==> config.mk <==
export PLATFORM = sky130hd
export DESIGN_NAME = xfer_setup
export DESIGN_NICKNAME = d
export VERILOG_FILES = /design/src/hw/axi_rd_pkg.sv /design/src/hw/xfer_setup.sv
export SDC_FILE = /design/constraint.sdc
export NUM_CORES = 1
export LEC_CHECK = 0
export BUFFER_PORTS_ARGS = -buffer_cell sky130_fd_sc_hd__buf_2
export CAP_MARGIN = 30
export CORE_MARGIN = 2
export CORE_UTILIZATION = 41
export CTS_CLUSTER_DIAMETER = 100
export CTS_CLUSTER_SIZE = 30
export DETAILED_ROUTE_END_ITERATION = 10
export GPL_TIMING_DRIVEN = 0
export MAX_ROUTING_LAYER = met4
export PLACE_DENSITY = 0.74
export SLEW_MARGIN = 5
export SYNTH_ARGS = -nofsm -noshare
export SYNTH_HDL_FRONTEND = slang
export SYNTH_SLANG_ARGS = --single-unit
==> constraint.sdc <==
create_clock -name aclk -period 1.5 [get_ports aclk]
set_input_delay 0.15 -clock aclk [delete_from_list [all_inputs] [get_ports aclk]]
set_output_delay 0.15 -clock aclk [all_outputs]
set_load 0.03 [all_outputs]
==> src/hw/axi_rd_pkg.sv <==
// AXI4 read master shared definitions
// Widths, burst geometry and common types for the read path
package axi_rd_pkg;

  ////////////////////////////////////////
  // Interface widths
  localparam int unsigned ADDR_W          = 32;
  localparam int unsigned DATA_W          = 32;
  localparam int unsigned XFER_SIZE_W     = 20;
  localparam int unsigned DW_BYTES        = DATA_W / 8;
  localparam int unsigned LOG_DW_BYTES    = $clog2(DW_BYTES);

  ////////////////////////////////////////
  // Burst geometry
  localparam int unsigned BURST_LEN       = 256;
  localparam int unsigned LOG_BURST_LEN   = $clog2(BURST_LEN);
  // Full burst size, also the alignment and address step
  localparam int unsigned BURST_BYTES     = BURST_LEN * DW_BYTES;
  localparam int unsigned MAX_OUTSTANDING = 4;
  localparam int unsigned OUTST_W         = $clog2(MAX_OUTSTANDING + 1);
  localparam int unsigned TOTAL_LEN_W     = XFER_SIZE_W - LOG_DW_BYTES;
  localparam int unsigned TXN_CNT_W       = TOTAL_LEN_W - LOG_BURST_LEN;

  // Data FIFO holds every outstanding burst
  localparam int unsigned FIFO_DEPTH      = BURST_LEN * MAX_OUTSTANDING;
  localparam int unsigned FIFO_AW         = $clog2(FIFO_DEPTH);

  typedef logic [ADDR_W-1:0]        addr_t;
  typedef logic [DATA_W-1:0]        data_t;
  typedef logic [XFER_SIZE_W-1:0]   xfer_size_t;
  // Beat count minus one
  typedef logic [TOTAL_LEN_W-1:0]   total_len_t;
  // Burst count minus one
  typedef logic [TXN_CNT_W-1:0]     txn_cnt_t;
  typedef logic [LOG_BURST_LEN-1:0] burst_len_t;

  typedef enum logic {AR_IDLE, AR_ACTIVE} ar_state_t;

endpackage

==> src/hw/xfer_setup.sv <==
// Transfer request setup
// Captures start address and byte count, rounds to beats and splits into bursts
module xfer_setup import axi_rd_pkg::*; (
  input  logic       aclk,
  input  logic       areset,
  input  logic       ctrl_start,
  input  addr_t      ctrl_addr_offset,
  input  xfer_size_t ctrl_xfer_size,
  output logic       setup_start,
  output addr_t      base_addr,
  output txn_cnt_t   num_txn,
  output burst_len_t final_len
);

  logic       start_d1;
  total_len_t total_len_r;

  // Start pulse delay line
  always_ff @(posedge aclk) begin
    if (areset) begin
      start_d1    <= 1'b0;
      setup_start <= 1'b0;
    end else begin
      start_d1    <= ctrl_start;
      setup_start <= start_d1;
    end
  end

  ////////////////////////////////////////
  // Request capture
  always_ff @(posedge aclk) begin
    if (ctrl_start) begin
      // Round up to whole beats, arlen style (count minus one)
      if (ctrl_xfer_size[LOG_DW_BYTES-1:0] != '0) begin
        total_len_r <= ctrl_xfer_size[LOG_DW_BYTES +: TOTAL_LEN_W];
      end else begin
        total_len_r <= ctrl_xfer_size[LOG_DW_BYTES +: TOTAL_LEN_W] - 1'b1;
      end
      // Align down to the burst size
      base_addr <= ctrl_addr_offset & ~addr_t'(BURST_BYTES - 1);
    end
  end

  // Low bits give the length of the last burst
  always_ff @(posedge aclk) begin
    if (start_d1) begin
      final_len <= total_len_r[LOG_BURST_LEN-1:0];
    end
  end

  // Upper bits give the burst count minus one
  assign num_txn = total_len_r[LOG_BURST_LEN +: TXN_CNT_W];

endmodule

Yosys cells after proc, flatten, opt, wreduce, memory -nomap -nowiden
Index checks and enable logic that the tools add are counted.
{"block": "classes", "n_addsub": 1, "mux": 1, "n_reduce_logical": 1}
{"op": "$mux W18", "n": 1}
{"op": "$sub A18 B1 Y18 const B", "n": 1}
{"op": "$reduce_bool A2 Y1", "n": 1}
{"block": "word_totals", "regBits": 50, "input_bits": 55, "output_inout_bits": 51, "word_cells": 8}

Longest topological paths before layout
{"block": "logic_depth", "word_depth": 2, "depth_mapped": 6, "depth_no_buf": 6}

Worst setup path after synthesis
OpenSTA, ideal clock, no wires.
{"block": "synth_timing", "path_kind": "input to register", "startpoint": "in ctrl_xfer_size[2]", "endpoint": "reg total_len_r[14] (data pin)", "setup_time_ps": 262, "t_arrival_ps": 1036, "required_time_ps": 1238, "setup_slack_ps": 202, "cell_stages": 6, "path_buffers": 0, "cell_sequence": "inv_1 ha_1 nor2b_1 nand4_2 nor3b_2 xor2_1"}
{"block": "synth_via", "elab_chain_len": 2}
{"item": "from (decl)", "line_no": "xfer_setup.sv:8", "text": "input xfer_size_t ctrl_xfer_size,"}
{"item": "$sub A18 B1 Y18", "line_no": "xfer_setup.sv:37", "text": "total_len_r <= ctrl_xfer_size[LOG_DW_BYTES +: TOTAL_LEN_W] - 1'b1;"}
{"item": "$mux W18", "line_no": "xfer_setup.sv:34", "text": "if (ctrl_xfer_size[LOG_DW_BYTES-1:0] != '0) begin"}
{"item": "to (signal assigned)", "line_no": "xfer_setup.sv:35", "text": "total_len_r <= ctrl_xfer_size[LOG_DW_BYTES +: TOTAL_LEN_W];"}
{"item": "to (signal assigned)", "line_no": "xfer_setup.sv:37"}
{"item": "to (decl)", "line_no": "xfer_setup.sv:16", "text": "total_len_t total_len_r;"}
No other way between the ends.
A chain may end at the register's enable or synchronous reset.

Worst setup path in the final report
Same ends and word-level chain as after synthesis.

==> flow_metrics.tcl <==
set metrics [dict create \
    ys_async_sr_fraction 0 \
    post-route-period-util 0.834 \
    r2r_setup_slack_ns 0.63 \
    n_fill_cell 416 \
    synth_top_area_cell "edfxtp_1" \
    ys_ff_latch 50 \
    dieArea_um2 5530 \
    p_leak_nw 1.14 \
    die_h_um 74.4 \
    drt_wl_total_um 3280 \
    hold_viol 0 \
    grt_max_degree 42 \
    setup_viol 0 \
    antenna_cells 0 \
    r2r_cells 0 \
    synth_compound_gate_area_share 0.00247 \
    synth_top_area_frac 0.710 \
    power_density_nw_per_um2 1090 \
    synth_edf_count 48 \
    timing.fmax_ghz 0.799 \
    ys_seq_area_frac 0.730 \
    nNetsFinal 282 \
    worst_slew_margin_rel 0.458 \
    regToRegEndpoint "final_len[4]" \
    grt_pass1_wl_um 5040 \
    htree_levels 2 \
    viasPerCell 4.16 \
    endpoint "total_len_r[14]" \
    worstSetupStartpointType "input port" \
    clk_pin_slew_ns 0.08 \
    synth_cells 125 \
    fin_worst_skew_ns 0.00263 \
    cap_violations 0 \
    vdd_drop_max_v 0.000396 \
    route.detailed.drc 0 \
    start_util 0.427 \
    ys_top_cells_by_count "48 x edfxtp_1, 20 x buf_4, 10 x xnor2_1, 7 x xor2_1" \
    r2r_start "start_d1" \
    drv_slew 0 \
    die_w_um 74.4 \
    cts_tree "built" \
    synth_most_common_cell "edfxtp_1" \
    stdcell_count 294 \
    rsz0062_at_grt "no" \
    grt_pass1_vias 1166 \
    syn2layout_area_growth_pct 31.3 \
    cts.path.max_buffers 2 \
    gp_congestion 0.778 \
    syn_avg_cell_area_um2 16.2 \
    ys.flop_type "edfxtp_1" \
    synthAdderAreaFrac 0.00617 \
    setup_slack_ns 0.249 \
    portBuffers 85 \
    coreArea_um2 4750 \
    postCtsSetupBuffers 0 \
    seqCellArea_um2 1480 \
    track_usage 0.128 \
    clkLatencyLatePin_ns 0.29 \
    worstPathArrival_ns 1.29 \
    path_class "input port to flip-flop" \
    synth.distinct_cells 21 \
    wl_per_cell_um 11.2 \
    yosys.area_share.simple 0.109 \
    io_pins 106 \
    vias 1224 \
    status "finished clean" \
    placementRows 25 \
    fin_util 0.560 \
    dp.cells 286 \
    synthTopCellsByArea "edfxtp_1 71%, buf_4 7.4%, xnor2_1 4.3%, xor2_1 3.0%, dfxtp_1 2.0%" \
    drive_gt1_frac 0.529 \
    cts-hold-fix-buffers 0 \
    crit_fanout 4 \
    synth_top_family_by_area "simple AND/OR/NAND/NOR gates" \
    min_period_ns 1.25 \
    drt_first_pass_iters 2 \
    hold_class "input port to flip-flop" \
    hpwl_um 2660 \
    multiInputGateArea_um2 424 \
    antenna_found_initial 0 \
    cts.sink_count 50 \
    synth_warnings 0 \
    synthMuxAreaShare 0 \
    cts_made_buffers 5 \
    fin_area_um2 2660 \
    critPathLaunch "ctrl_xfer_size[2]" \
    critPathCaptureType "flip-flop" \
    ant_nets 0 \
    synth_xor_area_frac 0.0734 \
    worstMarginPinSlew_ns 0.813 \
    grt_overflow_total 0 \
    syn_area_um2 2030 \
    critical_path_required_ns 1.54 \
    post-place-ws_ns -0.0735 \
    cts_root_buffer "clkbuf_8" \
    drtIter0Drc 40 \
    cts_resized 0 \
    p_total_mw 2.91 \
    postPlaceCellArea_um2 2570 \
]
## cells by family after synthesis
group	after synthesis
compound gates	1
xor+xnor	17
fa+ha+maj	1
buf+inv	22
flops	50
other cells	1
simple gates	33
## metrics by stage
| step | hold slack (ns) | TNS, ns |
|---|---|---|
| 6_report | 0.0276 | 0 |
| 5_1_grt | 0.0100 | 0 |
| 4_1_cts | 0.0132 | 0 |
| 3_5_place_dp | 0.328 | -0.155 |
| 3_3_place_gp | 0.326 | -0.0734 |
| 2_1_floorplan | 0.222 | 0 |
## critical path, stage by stage
cell and delay (ns):
buf_2 0.12, inv_1 0.08, ha_1 0.19, nor2b_1 0.22, nand4_2 0.21, nor3b_2 0.25
xor2_1 0.08
## area by class of cell
type                            count  area share
Inverter                            2     0.00282
Multi-Input combinational cell     62       0.159
Buffer                             20      0.0564
Clock buffer                        7      0.0324
Tap cell                           67      0.0315
Sequential cell                    50       0.556
Timing Repair Buffer               85       0.160
Clock inverter                      1     0.00188
## state kept, by name, indices dropped and copies added (netlist names)
| signal | flops |
|---|---|
| start_d1 | 1 |
| total_len_r | 18 |
| setup_start | 1 |
| base_addr | 22 |
| final_len | 8 |
## worst min-delay path by stage
stage                         start       endpoint  slack, ns  cells after the start
2_1_floorplan                areset    setup_start       0.22                      1
5_1_grt        ctrl_addr_offset[25]  base_addr[25]       0.01                      1
6_report                     areset       start_d1       0.03                      2
3_5_place_dp   ctrl_addr_offset[26]  base_addr[26]       0.33                      1
3_3_place_gp   ctrl_addr_offset[25]  base_addr[25]       0.33                      1
4_1_cts                      areset    setup_start       0.01                      2
## metal layers
layer	track usage	wire length, um	up-vias
li1	-	-	618
met1	0.134	1230	525
met2	0.209	1510	74
met3	0.0556	472	7
met4	0.0595	69	0
met5	-	0	-
## power breakdown
part           leakage, nW  internal, mW  switching (mW)
Sequential           0.483          1.65          0.0273
Clock               0.0482         0.371           0.370
Combinational        0.609         0.164           0.326
## cell usage in the layout (no fill, tap or decap), drive strengths merged
cell type and n:
nand3 2, clkinv 1, buf 105, nor2 6
ha 1, edfxtp 48, nor2b 3, nand2 6
xnor2 10, conb 10, xor2 7, nor3b 2
clkbuf 7, dfxtp 2, nand4 2, nor3 8
a21oi 1, nor4 3, inv 2, and2 1
Note: power is estimated with default switching activity, not from simulation.
