--- config.mk ---
export PLATFORM = sky130hd
export DESIGN_NAME = r_tracker
export DESIGN_NICKNAME = d
export VERILOG_FILES = /design/src/hw/axi_rd_pkg.sv /design/src/hw/txn_counter.sv /design/src/hw/r_tracker.sv
export SDC_FILE = /design/constraint.sdc
export NUM_CORES = 1
export LEC_CHECK = 0
export ABC_AREA = 1
export BUFFER_PORTS_ARGS = -buffer_cell sky130_fd_sc_hd__buf_4
export CORE_AREA = 2 2 39 41
export CTS_CLUSTER_DIAMETER = 120
export CTS_CLUSTER_SIZE = 8
export DETAILED_ROUTE_END_ITERATION = 8
export DIE_AREA = 0 0 41 43
export PLACE_DENSITY = 0.73
export SLEW_MARGIN = 0
export SYNTH_ARGS = -nofsm -noshare
export SYNTH_HDL_FRONTEND = slang
export SYNTH_SLANG_ARGS = --single-unit
--- constraint.sdc ---
create_clock -name aclk -period 2 [get_ports aclk]
set_input_delay 0.3 -clock aclk [delete_from_list [all_inputs] [get_ports aclk]]
set_output_delay 0.3 -clock aclk [all_outputs]
set_load 0.05 [all_outputs]
--- src/hw/axi_rd_pkg.sv ---
// AXI4 read master shared definitions
// Widths, burst geometry and common types for the read path
package axi_rd_pkg;

  ////////////////////////////////////////
  // Interface widths
  localparam int unsigned ADDR_W          = 32;
  localparam int unsigned DATA_W          = 32;
  localparam int unsigned XFER_SIZE_W     = 20;
  localparam int unsigned DW_BYTES        = DATA_W / 8;
  localparam int unsigned LOG_DW_BYTES    = $clog2(DW_BYTES);

  ////////////////////////////////////////
  // Burst geometry
  localparam int unsigned BURST_LEN       = 256;
  localparam int unsigned LOG_BURST_LEN   = $clog2(BURST_LEN);
  // Full burst size, also the alignment and address step
  localparam int unsigned BURST_BYTES     = BURST_LEN * DW_BYTES;
  localparam int unsigned MAX_OUTSTANDING = 4;
  localparam int unsigned OUTST_W         = $clog2(MAX_OUTSTANDING + 1);
  localparam int unsigned TOTAL_LEN_W     = XFER_SIZE_W - LOG_DW_BYTES;
  localparam int unsigned TXN_CNT_W       = TOTAL_LEN_W - LOG_BURST_LEN;

  // Data FIFO holds every outstanding burst
  localparam int unsigned FIFO_DEPTH      = BURST_LEN * MAX_OUTSTANDING;
  localparam int unsigned FIFO_AW         = $clog2(FIFO_DEPTH);

  typedef logic [ADDR_W-1:0]        addr_t;
  typedef logic [DATA_W-1:0]        data_t;
  typedef logic [XFER_SIZE_W-1:0]   xfer_size_t;
  // Beat count minus one
  typedef logic [TOTAL_LEN_W-1:0]   total_len_t;
  // Burst count minus one
  typedef logic [TXN_CNT_W-1:0]     txn_cnt_t;
  typedef logic [LOG_BURST_LEN-1:0] burst_len_t;

  typedef enum logic {AR_IDLE, AR_ACTIVE} ar_state_t;

endpackage

--- src/hw/txn_counter.sv ---
// Loadable up/down counter with zero flag
// Tracks burst and vacancy counts in the read master
module txn_counter #(
  parameter int unsigned      WIDTH = 8,
  parameter logic [WIDTH-1:0] INIT  = '0
) (
  input  logic             aclk,
  input  logic             areset,
  input  logic             load,
  input  logic             incr,
  input  logic             decr,
  input  logic [WIDTH-1:0] load_value,
  output logic [WIDTH-1:0] count,
  output logic             is_zero
);

  // Load wins, simultaneous incr and decr cancel out
  always_ff @(posedge aclk) begin
    if (areset) begin
      count <= INIT;
    end else if (load) begin
      count <= load_value;
    end else if (incr && !decr) begin
      count <= count + 1'b1;
    end else if (decr && !incr) begin
      count <= count - 1'b1;
    end
  end

  assign is_zero = (count == '0);

endmodule

--- src/hw/r_tracker.sv ---
// Read response tracker
// Counts finished R bursts and pulses done after the last one
module r_tracker import axi_rd_pkg::*; (
  input  logic     aclk,
  input  logic     areset,
  input  logic     setup_start,
  input  txn_cnt_t num_txn,
  input  logic     r_last_beat,
  output logic     ctrl_done
);

  logic final_burst;

  // Bursts still to complete on R
  txn_counter #(
    .WIDTH (TXN_CNT_W),
    .INIT  ('0)
  ) u_r_burst_cnt (
    .aclk       (aclk),
    .areset     (areset),
    .load       (setup_start),
    .incr       (1'b0),
    .decr       (r_last_beat),
    .load_value (num_txn),
    .count      (),
    .is_zero    (final_burst)
  );

  ////////////////////////////////////////
  // Done pulse
  // Counter wraps past zero on the last rlast, so this stays one cycle
  always_ff @(posedge aclk) begin
    if (areset) begin
      ctrl_done <= 1'b0;
    end else begin
      ctrl_done <= r_last_beat & final_burst;
    end
  end

endmodule

Word level (Yosys, flattened, before mapping)
Index checks and enable logic that the tools add are counted.
- register bits after elaboration: 11
- input bits: 14
- output and inout bits: 1
- word-level logic and storage cells: 8
- add/subtract/negate cells: 1
- muxes and demuxes: 2
- bitwise gates (word level): 1
- reduce and logical (&&, ||, !) cells: 2
- operators by type and width (cell ; count):
    $mux W10 ; 2
    $logic_not A10 Y1 ; 1
    $sub A10 B1 Y10 const B ; 1
    $reduce_bool A2 Y1 ; 1
    $and A1 B1 Y1 ; 1

Depth between registers and ports, before layout
- depth after elaboration: 3
- mapped depth: 10
- depth with buffers taken out: 10

By module
A second synthesis with hierarchy kept.
- cell total of the unflattened synthesis: 158
- area total of the unflattened synthesis: 978.4 µm²
- by module, submodules not included (module ; times used ; cells an instance ; area each (µm²) ; sequential area each (µm²)):
    txn_counter ; 1 ; 154 ; 944.7 ; 200.2
    r_tracker ; 1 ; 4 ; 33.8 ; 20.0

Least setup slack after synthesis
OpenSTA, ideal clock, no wires.
- path type: register to register
- start: register u_r_burst_cnt.count[0]
- end: register u_r_burst_cnt.count[8]
- setup time: 0.109 ns
- arrival: 1.038 ns
- required time: 1.891 ns
- path slack: 0.853 ns
- stages on the path, launching flop included: 11
- buffers on the path: 0
- clock period less this slack: 1.147 ns
- cells stage by stage: dfxtp_1 -> inv_1 -> ha_1 -> nand2_1 -> inv_2 -> nand3_1 -> inv_2 -> nand3_1 -> nand3_1 -> nand2_1 -> inv_1
- longest elaborated chain between the ends: 3
- ends and longest elaborated chain (item ; line ; text):
    start: declaration ; txn_counter.sv:13 ; output logic [WIDTH-1:0] count,
    start signal: assignment ; txn_counter.sv:22 ; count <= load_value;
    start signal: assignment ; txn_counter.sv:24 ; count <= count + 1'b1;
    start signal: assignment ; txn_counter.sv:26 ; count <= count - 1'b1;
    $sub A10 B1 Y10 ; txn_counter.sv:26 ;
    $mux W10 ; txn_counter.sv:25 ; end else if (decr && !incr) begin
    $mux W10 ; txn_counter.sv:21 ; end else if (load) begin
No other way between the ends. The select of a mux whose other input is x is not followed.
A chain may end at the register's enable or synchronous reset.

Worst setup path after layout
Ends and elaborated chain as after synthesis.

==> metrics.md <==
| Metric | Value |
|---|---|
| Status | complete, no violations |
| Final WS setup | 0.708 ns |
| FF+latch count, synth | 11 |
| Post-CTS setup buffers | 0 |
| Final Instance Count excl. Fillers | between 100 and 150 |
| Post-route ant nets | 0 |
| DRT Wirelength | ~1500 um |
| CTS resizes | 0 |
| Clk_lat worst skew | between 0.2 and 0.3 ns |
| Number of vias per cell | about 5 |
| Number of global-route vias before repair | roughly 600 |
| WS Path Type | reg2reg |
| # clock sinks | 11 |
| Gr ovfl total | 0 |
| Final setup vio count | 0 |
| Syn. warnings | 0 |
| Max Slew Vio Count | 0 |
| Register-to-Register Path Depth | 9 |
| Slew headroom | 0.691 |
| # port buffers | 14 |
| Die Area | about 0.0018 mm2 |
| Gpl congestion | 0.797 |
| Final Core Density | 0.570 |
| Clock Path Buffers | 2 |
| Fmax | around 770 MHz |
| DR pass1 iterations | 5 |
| P per Cell Area | approximately 700 mW/mm2 |
| CTS Root Cell | clkbuf_4 |
| CP required | roughly 2.2 ns |
| Hold WC Path Type | in2reg |
| Seq/Total Area, Yosys | 0.341 |
| Syn_nets | roughly 120 |
| Crit path time final | roughly 1.3 ns |
| Critical Path Sink Type | flop |
| Cts hold-fix bufs | 0 |
| Synthesized area per cell | 6.39 um2 |
| Global-route wire length before repair | about 2500 um |
| Number of I/O pins | 15 |
| Hold-critical path depth | 2 |
| GRT Total Usage | 0.210 |
| DR WL/cell | roughly 11 um |
| Die W | around 41 um |
| Initial antenna violation count | 0 |
| Clock slew at reported path FFs | 0.07 ns |
| Mapped Area | 646 um2 |
| Placed cell areas | roughly 760 um2 |
| Worst reg-to-reg setup slack | 0.71 ns |
| Max cap viols | 0 |
| Crit path arrival time | 1.47 ns |
| Synthesis-to-finish area growth | 22.1% |
| Ant diodes | 0 |
| Leakage | ~0.39 nW |
| Pin count of the biggest net entering global routing | 16 |
| Clock Skew | 0.000985 ns |
| Final worst path period share | 0.646 |
| Die height | about 43 um |
| Worst slack at placement | ~0.74 ns |
| Fin. Hold Viols | 0 |
| Placed insts | around 130 |
| Actual slew at the worst max-slew pin | around 0.46 ns |
| Fraction of layout cells with a size suffix above 1 | 0.222 |
| Iter 0 DRT Violations | 24 |
| Post-Syn Instances | 101 |
| Core Area | 0.00138 mm2 |
| VDD IR-drop max | 0.351 mV |
| Starting Density | 0.467 |
| Post-synthesis cell type count | 17 |
| CP Max Fanout | 3 |
| TNS Setup | 0 ns |
| RSZ-0062 raised after global routing | false |
| # DRC | 0 |
| Vias | 684 |
| Final net count | approximately 130 |
| Total CTS buffers | 3 |
| Core Rows | 14 |
| CTS H-tree depth | 1 |
| CP Launch Type | flop |
| Post-DP HPWL | roughly 1100 um |
| CTS tree | done |
| Overall power | around 0.55 mW |
| Min Hold Slack | 0.253 ns |
| Final instance area | 788 um2 |
[synth_stat cells]
library cell,count,area (um2)
o21ai_0,1,5.00
dfxtp_1,11,220
nor2_2,1,6.26
o21ai_1,8,40.0
a31oi_1,2,12.5
clkbuf_1,1,3.75
nand3_1,11,55.1
buf_2,1,5.00
nand2_1,23,86.3
nor2_4,2,22.5
a21oi_1,6,30.0
nor3_1,3,15.0
inv_2,6,22.5
inv_1,13,48.8
ha_1,1,12.5
a22oi_1,5,37.5
nor2_1,6,22.5
[report_power, final]
group          internal [mW]  switching, mW  leakage [nW]
Combinational         0.0573         0.0834         0.282
Sequential             0.235         0.0152        0.0909
Clock                 0.0774         0.0834        0.0150
Total                  0.370          0.182         0.388
[worst max-delay path: stages, from the launching register on]
cell     delay (ns)
dfxtp_1        0.31
inv_1          0.09
ha_1           0.18
nand2_1        0.08
inv_2          0.07
nand3_1        0.14
o21ai_1        0.16
nand3_1        0.08
nand2_1        0.06
inv_1          0.03
[cells in the final DEF (no fill, tap or decap), types with 5 or more instances in the layout]
master,synthesis,layout
nand2_1,23,23
buf_4,0,14
o21ai_1,8,8
nand3_1,11,11
inv_1,13,13
inv_2,6,6
a22oi_1,5,5
nor2_1,6,6
a21oi_1,6,6
dfxtp_1,11,11
[per-layer routing]
layer	GRT usage	wire, um	vias to the layer above
li1	-	-	359
met1	0.290	757	302
met2	0.297	664	21
met3	0.0628	73	2
met4	0.0800	24	0
met5	0	0	-
[area by class of cell]
class | count | area [um2]
Clock buffer | 4 | 26.3
Fill cell | 148 | 596
Inverter | 19 | 71.3
Multi-Input combinational cell | 69 | 345
Sequential cell | 11 | 220
Tap cell | 16 | 20.0
Timing Repair Buffer | 14 | 105
[sequential cells by signal, indices dropped and copies added (netlist names)]
| register | cells |
|---|---|
| ctrl_done | 1 |
| u_r_burst_cnt.count | 10 |
[final timing paths]
kind,end,startpoint
hold reg to reg,ctrl_done$_SDFF_PP0_,u_r_burst_cnt.count[8]$_SDFFE_PP0P_
setup reg to reg,u_r_burst_cnt.count[8]$_SDFFE_PP0P_,u_r_burst_cnt.count[0]$_SDFFE_PP0P_
hold / removal,u_r_burst_cnt.count[6]$_SDFFE_PP0P_,areset
setup / recovery,u_r_burst_cnt.count[8]$_SDFFE_PP0P_,u_r_burst_cnt.count[0]$_SDFFE_PP0P_
[cells by family after synthesis]
| kind of cell | count (synthesis) | share of synthesized area |
|---|---|---|
| adders and majority gates | 1 | 0.0194 |
| and+or+nand+nor | 46 | 0.322 |
| DFF | 11 | 0.341 |
| AOI/OAI and AO/OA | 22 | 0.194 |
| buffers and inverters | 21 | 0.124 |
Note: power is estimated with default switching activity, not from simulation.
