$ cat src/hw/axi_rd_pkg.sv
// AXI4 read master shared definitions
// Widths, burst geometry and common types for the read path
package axi_rd_pkg;

  ////////////////////////////////////////
  // Interface widths
  localparam int unsigned ADDR_W          = 32;
  localparam int unsigned DATA_W          = 32;
  localparam int unsigned XFER_SIZE_W     = 20;
  localparam int unsigned DW_BYTES        = DATA_W / 8;
  localparam int unsigned LOG_DW_BYTES    = $clog2(DW_BYTES);

  ////////////////////////////////////////
  // Burst geometry
  localparam int unsigned BURST_LEN       = 256;
  localparam int unsigned LOG_BURST_LEN   = $clog2(BURST_LEN);
  // Full burst size, also the alignment and address step
  localparam int unsigned BURST_BYTES     = BURST_LEN * DW_BYTES;
  localparam int unsigned MAX_OUTSTANDING = 4;
  localparam int unsigned OUTST_W         = $clog2(MAX_OUTSTANDING + 1);
  localparam int unsigned TOTAL_LEN_W     = XFER_SIZE_W - LOG_DW_BYTES;
  localparam int unsigned TXN_CNT_W       = TOTAL_LEN_W - LOG_BURST_LEN;

  // Data FIFO holds every outstanding burst
  localparam int unsigned FIFO_DEPTH      = BURST_LEN * MAX_OUTSTANDING;
  localparam int unsigned FIFO_AW         = $clog2(FIFO_DEPTH);

  typedef logic [ADDR_W-1:0]        addr_t;
  typedef logic [DATA_W-1:0]        data_t;
  typedef logic [XFER_SIZE_W-1:0]   xfer_size_t;
  // Beat count minus one
  typedef logic [TOTAL_LEN_W-1:0]   total_len_t;
  // Burst count minus one
  typedef logic [TXN_CNT_W-1:0]     txn_cnt_t;
  typedef logic [LOG_BURST_LEN-1:0] burst_len_t;

  typedef enum logic {AR_IDLE, AR_ACTIVE} ar_state_t;

endpackage

$ cat src/hw/txn_counter.sv
// Loadable up/down counter with zero flag
// Tracks burst and vacancy counts in the read master
module txn_counter #(
  parameter int unsigned      WIDTH = 8,
  parameter logic [WIDTH-1:0] INIT  = '0
) (
  input  logic             aclk,
  input  logic             areset,
  input  logic             load,
  input  logic             incr,
  input  logic             decr,
  input  logic [WIDTH-1:0] load_value,
  output logic [WIDTH-1:0] count,
  output logic             is_zero
);

  // Load wins, simultaneous incr and decr cancel out
  always_ff @(posedge aclk) begin
    if (areset) begin
      count <= INIT;
    end else if (load) begin
      count <= load_value;
    end else if (incr && !decr) begin
      count <= count + 1'b1;
    end else if (decr && !incr) begin
      count <= count - 1'b1;
    end
  end

  assign is_zero = (count == '0);

endmodule

$ cat src/hw/ar_issue.sv
// AXI4 read address issuer
// Walks burst addresses and throttles to the outstanding burst limit
module ar_issue import axi_rd_pkg::*; (
  input  logic       aclk,
  input  logic       areset,
  input  logic       setup_start,
  input  addr_t      base_addr,
  input  txn_cnt_t   num_txn,
  input  burst_len_t final_len,
  input  logic       burst_drained,
  output logic       m_axi_arvalid,
  input  logic       m_axi_arready,
  output addr_t      m_axi_araddr,
  output burst_len_t m_axi_arlen
);

  ar_state_t            state;
  logic                 arxfer;
  logic                 final_burst;
  logic                 stall_ar;
  logic [OUTST_W-1:0]   vacancy_cnt;

  assign arxfer = m_axi_arvalid & m_axi_arready;

  ////////////////////////////////////////
  // Issue state
  always_ff @(posedge aclk) begin
    if (areset) begin
      state <= AR_IDLE;
    end else if (setup_start) begin
      state <= AR_ACTIVE;
    end else if (final_burst && arxfer) begin
      state <= AR_IDLE;
    end
  end

  // Raise arvalid when active with room, drop after handshake
  always_ff @(posedge aclk) begin
    if (areset) begin
      m_axi_arvalid <= 1'b0;
    end else if (state == AR_ACTIVE && !stall_ar && !m_axi_arvalid) begin
      m_axi_arvalid <= 1'b1;
    end else if (m_axi_arready) begin
      m_axi_arvalid <= 1'b0;
    end
  end

  // Burst address, one full burst per accepted request
  always_ff @(posedge aclk) begin
    if (setup_start) begin
      m_axi_araddr <= base_addr;
    end else if (arxfer) begin
      m_axi_araddr <= m_axi_araddr + addr_t'(BURST_BYTES);
    end
  end

  // Only the last burst may be short
  assign m_axi_arlen = final_burst ? final_len : burst_len_t'(BURST_LEN - 1);

  ////////////////////////////////////////
  // Remaining bursts, zero on the final one
  txn_counter #(
    .WIDTH (TXN_CNT_W),
    .INIT  ('0)
  ) u_burst_cnt (
    .aclk       (aclk),
    .areset     (areset),
    .load       (setup_start),
    .incr       (1'b0),
    .decr       (arxfer),
    .load_value (num_txn),
    .count      (),
    .is_zero    (final_burst)
  );

  // Free FIFO burst slots, refilled as the stream drains
  txn_counter #(
    .WIDTH (OUTST_W),
    .INIT  (OUTST_W'(MAX_OUTSTANDING))
  ) u_vacancy_cnt (
    .aclk       (aclk),
    .areset     (areset),
    .load       (1'b0),
    .incr       (burst_drained),
    .decr       (arxfer),
    .load_value ('0),
    .count      (vacancy_cnt),
    .is_zero    (stall_ar)
  );

endmodule

$ cat config.mk
export PLATFORM = sky130hd
export DESIGN_NAME = ar_issue
export DESIGN_NICKNAME = d
export VERILOG_FILES = /design/src/hw/axi_rd_pkg.sv /design/src/hw/txn_counter.sv /design/src/hw/ar_issue.sv
export SDC_FILE = /design/constraint.sdc
export NUM_CORES = 1
export LEC_CHECK = 0
export BUFFER_PORTS_ARGS = -buffer_cell sky130_fd_sc_hd__buf_2
export CAP_MARGIN = 20
export CORE_ASPECT_RATIO = 1.25
export CORE_MARGIN = 2
export CORE_UTILIZATION = 45
export DETAILED_ROUTE_END_ITERATION = 7
export HOLD_SLACK_MARGIN = 0.12
export PLACE_DENSITY = 0.73
export SKIP_CTS_REPAIR_TIMING = 1
export SYNTH_ARGS = -nofsm -noshare
export SYNTH_HDL_FRONTEND = slang
export SYNTH_SLANG_ARGS = --single-unit
$ cat constraint.sdc
create_clock -name aclk -period 3.25 [get_ports aclk]
set_input_delay 0.1625 -clock aclk [delete_from_list [all_inputs] [get_ports aclk]]
set_output_delay 0.1625 -clock aclk [all_outputs]
set_load 0.02 [all_outputs]
# ---- Yosys cells after proc, flatten, opt, wreduce, memory -nomap -nowiden
# Cells that the tools add are included.
dict set report word_totals {
  reg_bits 47
  latchBits 0
  ram_bits 0
  rom_bits 0
  input_bits 55
  wordCells 36
  mem_count 0
}
dict set report classes {
  add_sub_neg 4
  n_mul 0
  div_mod_pow 0
  order_cmp 0
  eq_ne 0
  shifts 0
  mux 11
  bitwise_logic 1
  n_reduce_logical 15
}
# op n
set ops {}
lappend ops {{32-bit two-way mux} 2}
lappend ops {{32-bit by 11-bit adder with 32-bit output, second input constant} 1}
lappend ops {{10-bit two-way mux} 2}
lappend ops {{10-bit zero test} 1}
lappend ops {{10-bit by 1-bit subtractor with 10-bit output, second input constant} 1}
lappend ops {{8-bit two-way mux} 1}
lappend ops {{2-bit nonzero test} 4}
lappend ops {{3-bit two-way mux} 2}
lappend ops {{1-bit logical AND} 5}
lappend ops {{1-bit zero test} 4}
lappend ops {{1-bit two-way mux} 4}
lappend ops {{3-bit by 1-bit adder with 3-bit output, second input constant} 1}
lappend ops {{3-bit zero test} 1}
lappend ops {{3-bit by 1-bit subtractor with 3-bit output, second input constant} 1}
lappend ops {{1-bit bitwise AND} 1}

# ---- Logic depth before layout (Yosys ltp)
# Gate-level depths: netlist (run 1).
dict set report logic_depth {
  word_depth 5
  mapped_depth 7
  depth_no_buf 7
}

# ---- Modules after synthesis
# Synthesis (run 1) repeated with hierarchy kept, for this count alone.
dict set report unflattened {
  cells_unflattened 304
  hier_area_um2 2915.3
}
# mod n_inst cells_per_inst area_per_inst_um2 seq_area_each_um2
set by_module_without_submodules {}
lappend by_module_without_submodules {ar_issue 1 177 1823.0 1001.0}
lappend by_module_without_submodules {{txn_counter at u_burst_cnt} 1 107 895.9 200.2}
lappend by_module_without_submodules {{txn_counter at u_vacancy_cnt} 1 20 196.4 60.1}

# ---- Least setup slack after synthesis (run 1)
# No wires, ideal clock.
dict set report synth_timing {
  path_kind {reg-to-reg}
  startpoint {reg m_axi_arvalid}
  endpoint {reg u_vacancy_cnt.count[2]}
  arrival_time_ns 1.849
  required_ns 3.118
  setup_slack_ns 1.268
  stages_incl_launch_ff 8
  period_less_slack_ns 1.982
  cell_sequence {dfxtp_1 > nand2_1 > ha_1 > inv_1 > fa_1 > xor2_1 > o21ai_0 > or3b_2}
}
dict set report synth_via {
  elab_chain_len 4
  word_cells_on_any_way 6
}
# element line_no
set synth_rtl {}
lappend synth_rtl {{start: declaration} ar_issue.sv:11} ;# output logic m_axi_arvalid,
lappend synth_rtl {{start signal: assignment} ar_issue.sv:40} ;# m_axi_arvalid <= 1'b0;
lappend synth_rtl {{start signal: assignment} ar_issue.sv:42} ;# m_axi_arvalid <= 1'b1;
lappend synth_rtl {{start signal: assignment} ar_issue.sv:44} ;# m_axi_arvalid <= 1'b0;
lappend synth_rtl {{1-bit bitwise AND *} ar_issue.sv:23} ;# assign arxfer = m_axi_arvalid & m_axi_arready;
lappend synth_rtl {{1-bit zero test} txn_counter.sv:23} ;# end else if (incr && !decr) begin
lappend synth_rtl {{1-bit logical AND} txn_counter.sv:23}
lappend synth_rtl {{3-bit two-way mux or 2-bit nonzero test (tied branches)} --}
lappend synth_rtl {{end signal: assignment} txn_counter.sv:22} ;# count <= load_value;
lappend synth_rtl {{end signal: assignment} txn_counter.sv:24} ;# count <= count + 1'b1;
lappend synth_rtl {{end signal: assignment} txn_counter.sv:26} ;# count <= count - 1'b1;
lappend synth_rtl {{end: declaration} txn_counter.sv:13} ;# output logic [WIDTH-1:0] count,
# Every way passes the cells marked *; elsewhere a longest branch is shown, timed or not.
# A chain may end at the register's enable or synchronous reset.

# ---- Worst setup path in the final report (run 1)
dict set report layout_timing {
  startpoint {reg u_burst_cnt.count[4]}
  endpoint {out m_axi_arlen[1]}
}
dict set report layout_via {
  elab_chain_len 2
}
# element line_no
set layout_rtl {}
lappend layout_rtl {{start: declaration} txn_counter.sv:13}
lappend layout_rtl {{start signal: assignment} txn_counter.sv:22}
lappend layout_rtl {{start signal: assignment} txn_counter.sv:24}
lappend layout_rtl {{start signal: assignment} txn_counter.sv:26}
lappend layout_rtl {{10-bit zero test} txn_counter.sv:30} ;# assign is_zero = (count == '0);
lappend layout_rtl {{8-bit two-way mux} ar_issue.sv:58} ;# assign m_axi_arlen = final_burst ? final_len : burst_len_t'(BURST_LEN - 1);
lappend layout_rtl {{end: declaration} ar_issue.sv:14} ;# output burst_len_t m_axi_arlen
# Every way passes these cells.

==> results of run 1 <==
==> cell usage after synthesis <==
cell type and instances:
a31o_2 2, or2_2 1, nand4_2 1, nor4_2 1, a22oi_1 4, mux2_2 2
nand4_1 5, fa_1 1, clkbuf_1 10, nor4_4 2, nor4b_1 2, nor3_1 10
nand2b_1 1, o31ai_1 1, edfxtp_1 32, nand2_1 24, o31a_1 1, and3_1 2
o21ai_1 1, nand3b_1 1, xnor2_1 17, or3b_2 1, a311oi_1 4, nor4_1 5
nand3_1 10, a211oi_2 1, o21ai_0 17, nor2_1 21, xor2_1 4, or4_4 1
inv_1 11, or3_1 2, nand4bb_1 1, nor2b_1 3, a21oi_1 4, a31oi_1 2
a211oi_1 4, mux2i_1 4, buf_2 2, dfxtp_1 15, ha_1 3, nand4b_1 1
or3_2 2, and2_1 10, or2_1 8
==> metrics by stage <==
stage / hold WS [ns] / cells
5_1_grt: 0.1204 / 415
2_1_floorplan: 0.2346 / 257
3_3_place_gp: 0.3940 / 406
4_1_cts: 0.09646 / 414
3_5_place_dp: 0.4032 / 406
6_report: 0.1209 / 415
==> flip-flops by register name, summed over array words and instances (netlist names) <==
register	flops
m_axi_arvalid	1
m_axi_araddr	32
state	1
u_vacancy_cnt.count	3
u_burst_cnt.count	10
==> power by group <==
group / total [mW] / switching, mW / internal [mW]
sequential: 0.758 / 0.0545 / 0.704
combinational: 0.296 / 0.169 / 0.127
clock: 0.371 / 0.196 / 0.174
total: 1.43 / 0.420 / 1.01
==> routing by layer <==
layer | vias to the layer above | GRT usage, %
met1 | 978 | 20.32
met4 | 0 | 5.146
met3 | 4 | 4.670
met2 | 83 | 31.23
met5 | - | 0
li1 | 1114 | -
==> worst min-delay path: stages <==
cell and delay, ns:
buf_2 0.09, nand2_1 0.05, a21oi_1 0.05
==> kinds of logic (layout without fill, tap and decap cells) <==
family,Yosys count,after routing,synth area share [%]
AOI/OAI and AO/OA,41,41,10.29
xor gates and xnor gates,21,21,7.167
adders and majority gates,4,4,2.243
buffers and inverters,23,117,3.462
DFF,47,47,49.15
muxes,6,6,2.438
and+or+nand+nor,115,115,25.26
==> cell type report <==
cell class | instances | area [um^2] | area share [%]
sequential | 47 | 1261 | 39.45
multi-input combinational | 187 | 1216 | 38.04
timing repair buffer | 98 | 500.5 | 15.66
clock buffer | 6 | 82.58 | 2.583
tap | 64 | 80.08 | 2.505
inverter | 11 | 41.29 | 1.292
clock inverter | 2 | 15.01 | 0.4697
==> worst max-delay path by stage <==
stage               slack [ns]                             endpoint
detailed placement        1.23  u_vacancy_cnt.count[2]$_SDFFE_PP1P_
global placement          1.30           m_axi_araddr[29]$_DFFE_PN_
floorplan                 1.27  u_vacancy_cnt.count[2]$_SDFFE_PP1P_
global route              0.89                       m_axi_arlen[3]
finish                    0.99                       m_axi_arlen[1]
CTS                       0.97                       m_axi_arlen[3]
==> impl_metrics.tcl, run 1 <==
set metrics [dict create \
    status "finished clean" \
    hpwl_mm 4.048 \
    clockBufferDepth 2 \
    gp_congestion 0.8010 \
    cts_tree "built" \
    ys_warn_count 0 \
    cp.required_ns 3.09 \
    grt_overflow 0 \
    syn_inst 257 \
    grt_antenna_before_repair 0 \
    slowest_stage "or4_4" \
    root_buffer "clkbuf_8" \
    finalMaxSlewViolations 0 \
    ys_seq_elements 47 \
    reg2reg_to "u_vacancy_cnt.count[2]$_SDFFE_PP1P_" \
    finalNetCount 409 \
    antenna_cells 0 \
    ir_drop_mv 0.2505 \
    placed_area_mm2 0.003089 \
    fillers 493 \
    syn_area_per_cell_um2 9.985 \
    hp-start "num_txn[0]" \
    htree_levels 2 \
    reg2reg_slack_ns 1.22 \
    max_stage_delay_ns 0.57 \
    layout_setup_ws_ns 0.9931 \
    die_w_um 71.55 \
    met3_wirelength_um 437 \
    r2r_cells 7 \
    synth-seq-area-share_pct 49.15 \
    power_mw 1.425 \
    pre_cts_ws_ns 1.232 \
    crit_chain "or4_4 -> nor3_1 -> nand3b_1 -> or2_1 -> buf_2" \
    dieArea_mm2 0.006327 \
    grt_pass1_vias 2077 \
    fin_area_mm2 0.003197 \
    grt_max_degree 64 \
    finClkSkew_ns 0.006977 \
    drt_pass1_iterations 4 \
    cts_buffers 5 \
    r2r-start "m_axi_arvalid$_SDFFE_PP0P_" \
    cp_data_arrival_time_ns 2.09 \
    hold_viol 0 \
    io-pin-count 96 \
    power.leakage_nw 1.275 \
    netlist-cell-type-count 45 \
    vias 2179 \
    critPathKind "register to primary output" \
    synth.top_cell.area_share_pct 37.45 \
    rsz0062_at_grt "no" \
    grt_pass1_wl_mm 8.700 \
    wirelength_mm 5.488 \
    grt_usage_pct 17.39 \
    end_kind "primary output" \
    initial_core_util_pct 46.83 \
    clock_latency_ns 0.29 \
    path_clk_slew_ns 0.09 \
    drtIter0Drc 121 \
    final_common_cell "buf_2" \
    clock_sinks 47 \
    hold_class "input port to register" \
    p_per_area_mw_per_mm2 445.8 \
    min_path_cells 3 \
    die_y_um 88.43 \
    hold_path_end "u_burst_cnt.count[0]$_SDFFE_PP0N_" \
    syn-cell-area_mm2 0.002566 \
    met1_length_mm 2.245 \
    syn_to_final_growth_pct 24.57 \
    vias_per_cell 5.251 \
    synth_area_leaders "edfxtp_1 37%, dfxtp_1 12%, xnor2_1 5.8%" \
    top_layer "met4" \
    crit_buf_inv 1 \
    final.min_clock_period_ns 2.257 \
    tightestPinTransition_ns 0.9326 \
    wl_met2_mm 2.763 \
    timing.fmax_mhz 443.1 \
    worstSetupStartpointType "register" \
    setup_tns_ns 0 \
    drive_gt1_share_pct 33.90 \
    port_buffers 95 \
    yosys.area.top_type "edfxtp_1" \
    setup-violations-final 0 \
    coreArea_mm2 0.005480 \
    fin_util_pct 58.33 \
    min_period_over_period_pct 69.44 \
    maxCapViolCount 0 \
    mostFrequentLayoutCells "95 x buf_2, 32 x edfxtp_1, 24 x nand2_1" \
    critPathLaunch "u_burst_cnt.count[4]$_SDFFE_PP0N_" \
    crit_family "simple AND/OR/NAND/NOR gates" \
    worst-path-stages 5 \
    worstPathMaxFanout 8 \
    syn_nets 316 \
    antenna_left 0 \
    rows 30 \
    post_drt_wl_per_cell_um 13.22 \
    drc 0 \
    slew_headroom_pct 37.67 \
]
Power figures use the tool's default switching activity.
==> run 2: changes to the inputs <==
--- a/config.mk
+++ b/config.mk
@@ -5,6 +5,7 @@
 export SDC_FILE = /design/constraint.sdc
 export NUM_CORES = 1
 export LEC_CHECK = 0
+export ABC_AREA = 1
 export BUFFER_PORTS_ARGS = -buffer_cell sky130_fd_sc_hd__buf_2
 export CAP_MARGIN = 20
 export CORE_ASPECT_RATIO = 1.25
@@ -12,7 +13,7 @@
 export CORE_UTILIZATION = 45
 export DETAILED_ROUTE_END_ITERATION = 7
 export HOLD_SLACK_MARGIN = 0.12
-export PLACE_DENSITY = 0.73
+export PLACE_DENSITY = 0.72
 export SKIP_CTS_REPAIR_TIMING = 1
 export SYNTH_ARGS = -nofsm -noshare
 export SYNTH_HDL_FRONTEND = slang
==> constraint.sdc (replaced) <==
create_clock -name aclk -period 2.2 [get_ports aclk]
set_input_delay 0.11 -clock aclk [delete_from_list [all_inputs] [get_ports aclk]]
set_output_delay 0.11 -clock aclk [all_outputs]
set_load 0.02 [all_outputs]
==> run 2 against run 1 <==
Effect of this change: via count is 32% higher; global-route usage grew 3.7 points; largest power group unchanged; power is 53% higher.
==> impl_metrics.tcl, run 2 <==
set metrics [dict create \
    grt_max_degree 35 \
    tightestPinTransition_ns 0.4814 \
    fillers 585 \
    p_per_area_mw_per_mm2 580.3 \
    finalMaxSlewViolations 0 \
    hold_class "input port to register" \
    cp_data_arrival_time_ns 1.74 \
    status "finished clean" \
    drc 0 \
    clockBufferDepth 2 \
    grt_antenna_before_repair 0 \
    dieArea_mm2 0.006979 \
    die_w_um 75.12 \
    yosys.area.top_type "edfxtp_1" \
    top_layer "met4" \
    wirelength_mm 7.414 \
    io-pin-count 96 \
    yosys-mux-area-fraction_pct 0 \
    syn_to_final_growth_pct 31.97 \
    placed_area_mm2 0.003423 \
    clock_latency_ns 0.30 \
    die_y_um 92.90 \
    grt_pass1_wl_mm 11.41 \
    antenna_left 0 \
    path_clk_slew_ns 0.08 \
    ir_drop_mv 0.3034 \
    syn-cell-area_mm2 0.002845 \
    final.min_clock_period_ns 1.846 \
    synth_area_leaders "edfxtp_1 34%, nand2_1 16%, dfxtp_1 11%" \
    end_kind "primary output" \
    drive_gt1_share_pct 25.83 \
    cts_tree "built" \
    grt_usage_pct 21.04 \
    worstPathMaxFanout 8 \
    largest_register "m_axi_araddr" \
    slowest_stage "dfxtp_1" \
    setup_tns_ns 0 \
    final_common_cell "nand2_1" \
    root_buffer "clkbuf_8" \
    synth-seq-area-share_pct 44.33 \
    mostFrequentLayoutCells "122 x nand2_1, 95 x buf_2, 56 x inv_1" \
    met3_wirelength_um 318 \
    synth_flop_cell "edfxtp_1" \
    antenna_cells 0 \
    synth_top_family_by_area "simple AND/OR/NAND/NOR gates" \
    wl_met2_mm 3.986 \
    synthAdderAreaFrac_pct 2.023 \
    min_period_over_period_pct 83.91 \
    rsz0062_at_grt "no" \
    rows 32 \
    syn_area_per_cell_um2 7.314 \
    grt_overflow 0 \
    crit_buf_inv 2 \
    netlist-cell-type-count 28 \
    vias 2885 \
    worstSetupStartpointType "register" \
    yosys.cell_count.top_type "nand2_1" \
    coreArea_mm2 0.006126 \
    synth_edf_count 32 \
    htree_levels 2 \
    finClkSkew_ns 0.007938 \
    drt_pass1_iterations 4 \
    reg_top3 "m_axi_araddr x32, u_burst_cnt.count x10, u_vacancy_cnt.count x3" \
    setup-violations-final 0 \
    hold_viol 0 \
    max_stage_delay_ns 0.33 \
    synth_compound_area_share_pct 8.004 \
    timing.fmax_mhz 541.7 \
    initial_core_util_pct 46.45 \
    hpwl_mm 5.272 \
    holdWs_ns 0.08251 \
    synthArstFlopShare_pct 0 \
    syn_nets 448 \
    clock_sinks 47 \
    slew_headroom_pct 67.90 \
    grt_pass1_vias 2671 \
    critPathKind "register to primary output" \
    port_buffers 95 \
    ys_seq_elements 47 \
    post_drt_wl_per_cell_um 12.44 \
    cp.required_ns 2.09 \
    synth_xor_area_share_pct 2.155 \
    vias_per_cell 4.841 \
    synth.top_cell.area_share_pct 33.77 \
    finalNetCount 569 \
    ys_warn_count 0 \
    met1_length_mm 2.927 \
    largest_reg_flops 32 \
    power.leakage_nw 1.823 \
    gp_congestion 0.8722 \
    crit_family "simple AND/OR/NAND/NOR gates" \
    yosys-top-cells-count "122 x nand2_1, 56 x inv_1, 35 x nor2_1" \
    synth-simple-area-share_pct 34.61 \
    fin_area_mm2 0.003755 \
    crit_chain "inv_1 -> ha_1 -> nand3_2 -> nor2_2 -> nand3_2 -> nor2_4 -> nand2_2 -> buf_2" \
    drtIter0Drc 119 \
    critPathMostFrequentCell "nand3_2" \
    cts_buffers 5 \
    stdcell_count 596 \
    dp_cells 563 \
    maxCapViolCount 0 \
    syn_inst 389 \
]
==> run 2: changes by cell type after synthesis, moves of 10 or more <==
| cell | delta |
|---|---|
| inv_1 | +45 |
| nand2_2 | +11 |
| nand2_1 | +98 |
| nor2_2 | +11 |
| and2_1 | -10 |
| nand3_1 | +18 |
| nor2_1 | +14 |
| a21oi_1 | +10 |
| xnor2_1 | -15 |
==> run 2: cell families after synthesis <==
group / Yosys count
flops: 47
compound gates: 43
simple gates: 222
xor+xnor: 7
fa+ha+maj: 4
buf+inv: 66
==> run 2: where the power goes <==
part	switching, mW	internal (mW)	leakage, nW
clock network	0.283	0.224	0.0422
logic	0.337	0.216	1.34
registers	0.0813	1.04	0.441
total	0.701	1.48	1.82
==> run 2: worst register-to-register path, stage by stage (launching register included) <==
cell      delay [ns]
edfxtp_1        0.43
ha_1            0.20
nand2_2         0.10
nor2_2          0.20
nand2_1         0.12
nor2_2          0.11
nand3_1         0.07
nand3_1         0.07
nand2_1         0.05
==> run 2: path summary, 6_finish.rpt <==
kind,depth (start not counted),start,slack (ns),end
hold reg to reg,1,u_burst_cnt.count[0]$_SDFFE_PP0N_,0.47,u_burst_cnt.count[0]$_SDFFE_PP0N_
setup reg to reg,8,m_axi_araddr[10]$_DFFE_PN_,0.62,m_axi_araddr[28]$_DFFE_PN_
setup / recovery,8,u_burst_cnt.count[0]$_SDFFE_PP0N_,0.35,m_axi_arlen[1]
hold / removal,3,base_addr[30],0.08,m_axi_araddr[30]$_DFFE_PN_
==> run 2: final cells by class <==
class | count | area, um^2 | share of cell area, %
clock buffer | 7 | 76.32 | 2.033
inverter | 57 | 214.0 | 5.698
sequential | 47 | 1261 | 33.59
multi-input combinational | 276 | 1331 | 35.45
tap | 85 | 106.4 | 2.832
clock inverter | 1 | 5.005 | 0.1333
timing repair buffer | 123 | 760.7 | 20.26
==> run 2: stage by stage <==
stage | power, mW | util, % | setup WS [ns]
2_1_floorplan | 1.467 | - | 0.4935
6_report | 2.179 | 61.29 | 0.3539
3_5_place_dp | 1.656 | 55.88 | 0.6197
5_1_grt | 2.310 | 61.29 | 0.1763
3_3_place_gp | 1.640 | 55.88 | 0.6526
4_1_cts | 2.172 | 57.21 | 0.3323
==> run 2: metal layers <==
metal	vias up	GRT usage [%]
li1	1482	-
met1	1304	23.67
met2	85	38.89
met3	14	3.047
met4	0	7.292
met5	-	0
==> run 3: changes to the inputs <==
==> constraint.sdc (replaced) <==
create_clock -name aclk -period 1.8 [get_ports aclk]
set_input_delay 0.09 -clock aclk [delete_from_list [all_inputs] [get_ports aclk]]
set_output_delay 0.09 -clock aclk [all_outputs]
set_load 0.02 [all_outputs]
==> run 3 against run 2 <==
Effect of this change: power grew 25%; via count grew 1.0%; first-iteration DRC count shrank 0.84%; register-to-register slack lost 0.39 ns; die area is the same; sequential cell count is the same; sequential power grew 22%; non-clock buffer count grew 10; sequential share of layout area shrank 1.4 points; critical path type unchanged; largest power group unchanged; highest routed layer unchanged.
==> impl_metrics.tcl, run 3 (synthesized netlist as in run 2, its figures left out) <==
set metrics [dict create \
    rows 32 \
    final.min_clock_period_ns 1.775 \
    post_drt_wl_per_cell_um 12.30 \
    drtIter0Drc 118 \
    die_y_um 92.90 \
    vias 2914 \
    switching_share_pct 32.20 \
    hold_class "input port to register" \
    slew_headroom_pct 75.03 \
    clock_sinks 47 \
    power.share.sequential_pct 50.1 \
    netSwitchingPower_mw 0.8782 \
    rsz0062_at_grt "yes" \
    fillers 545 \
    gp_congestion 0.9021 \
    cts_tree "built" \
    clock_latency_ns 0.30 \
    coreArea_mm2 0.006126 \
    final_common_cell "nand2_1" \
    crit_family "simple AND/OR/NAND/NOR gates" \
    largest_register "m_axi_araddr" \
    critPathMostFrequentCell "nor2_4" \
    grt_usage_pct 21.19 \
    clkPwrFrac_pct 23.0 \
    pre_cts_ws_ns 0.2380 \
    p_int_mw 1.849 \
    maxCapViolCount 0 \
    vias_per_cell 4.809 \
    largest_reg_flops 32 \
    power.leakage_nw 1.896 \
    grt_pass1_vias 2629 \
    drt_pass1_iterations 4 \
    worstPathMaxFanout 8 \
    setup-violations-final 0 \
    max_stage_delay_ns 0.39 \
    drc 0 \
    finalNetCount 579 \
    antenna_cells 0 \
    mostFrequentLayoutCells "122 x nand2_1, 87 x buf_2, 54 x inv_1" \
    path_clk_slew_ns 0.08 \
    p_per_area_mw_per_mm2 693.9 \
    ir_drop_mv 0.4272 \
    cts_buffers 5 \
    finClkSkew_ns 0.007964 \
    critPathKind "register to primary output" \
    finalMaxSlewViolations 0 \
    hpwl_mm 5.369 \
    power_mw 2.727 \
    port_buffers 95 \
    grt_max_degree 36 \
    status "finished clean" \
    dieArea_mm2 0.006979 \
    crit_chain "nor2_2 -> nand3_4 -> nor2_4 -> nand3_2 -> nor2_4 -> nand2_2 -> buf_6" \
    die_w_um 75.12 \
    clockBufferDepth 2 \
    placed_area_mm2 0.003438 \
    cp_data_arrival_time_ns 1.68 \
    grt_pass1_wl_mm 11.52 \
    worstSetupStartpointType "register" \
    layout_setup_ws_ns 0.02526 \
    fin_area_mm2 0.003930 \
    holdWs_ns 0.08553 \
    reg_top3 "m_axi_araddr x32, u_burst_cnt.count x10, u_vacancy_cnt.count x3" \
    min_period_over_period_pct 98.60 \
    slowest_stage "dfxtp_1" \
    drive_gt1_share_pct 26.87 \
    tightestPinTransition_ns 0.3746 \
    htree_levels 2 \
    final-seq-area_mm2 0.001264 \
    io-pin-count 96 \
    power_frac_comb_pct 26.9 \
    syn_to_final_growth_pct 38.13 \
    grt_antenna_before_repair 0 \
    multi_input_area_mm2 0.001361 \
    wirelength_mm 7.455 \
    antenna_left 0 \
    setup_tns_ns 0 \
    root_buffer "clkbuf_8" \
    end_kind "primary output" \
    cp.required_ns 1.71 \
    hold_viol 0 \
    initial_core_util_pct 46.45 \
    grt_overflow 0 \
    crit_buf_inv 1 \
    timing.fmax_mhz 563.5 \
]
[run 3: changes by cell type in the layout (fill, tap and decap cells not counted), sizes merged]
cell and delta:
dlygate4sd3 +7, buf +3
[run 3: cell type report]
type                            count  area share (%)
Clock buffer                        7           1.942
Sequential cell                    47           32.16
Clock inverter                      1          0.1273
Tap cell                           85           2.706
Multi-Input combinational cell    276           34.64
Inverter                           57           5.444
Timing Repair Buffer              133           22.99
[run 3: power groups by stage]
stage,clock network [mW],logic (mW),registers [mW]
after floorplan,0,0.337,1.46
after global placement,0,0.626,1.38
after detailed placement,0,0.641,1.39
after CTS,0.654,0.644,1.36
after global routing,0.686,0.818,1.38
final,0.627,0.733,1.37
[run 3: stage by stage]
stage,util (%),std cells
3_5_place_dp,56.13,565
4_1_cts,57.46,573
6_report,64.15,606
3_3_place_gp,56.13,565
2_1_floorplan,-,389
5_1_grt,64.15,606
[run 3: final timing paths]
check	from	endpoint	slack [ns]	cells after the start
max	u_burst_cnt.count[3]$_SDFFE_PP0N_	m_axi_arlen[0]	0.03	7
min	num_txn[1]	u_burst_cnt.count[1]$_SDFFE_PP0N_	0.09	3
max reg2reg	m_axi_arvalid$_SDFFE_PP0P_	u_vacancy_cnt.count[2]$_SDFFE_PP1P_	0.23	8
min reg2reg	u_burst_cnt.count[0]$_SDFFE_PP0N_	u_burst_cnt.count[0]$_SDFFE_PP0N_	0.45	1
[run 3: worst reg2reg max path, cell delays in order, from the launching register on]
cell and delay, ns:
dfxtp_1 0.33, nand2_1 0.15, ha_1 0.17, inv_1 0.07, fa_1 0.39, nor2_1 0.11
nor2_1 0.06, a21oi_1 0.10, o21ai_0 0.08
[run 3: metal layers]
layer	vias to the layer above	GRT usage, %	wire length [um]
met3	10	3.700	373
met2	91	36.84	3950
met5	-	0	0
met1	1314	25.81	3024
li1	1499	-	-
met4	0	6.994	107
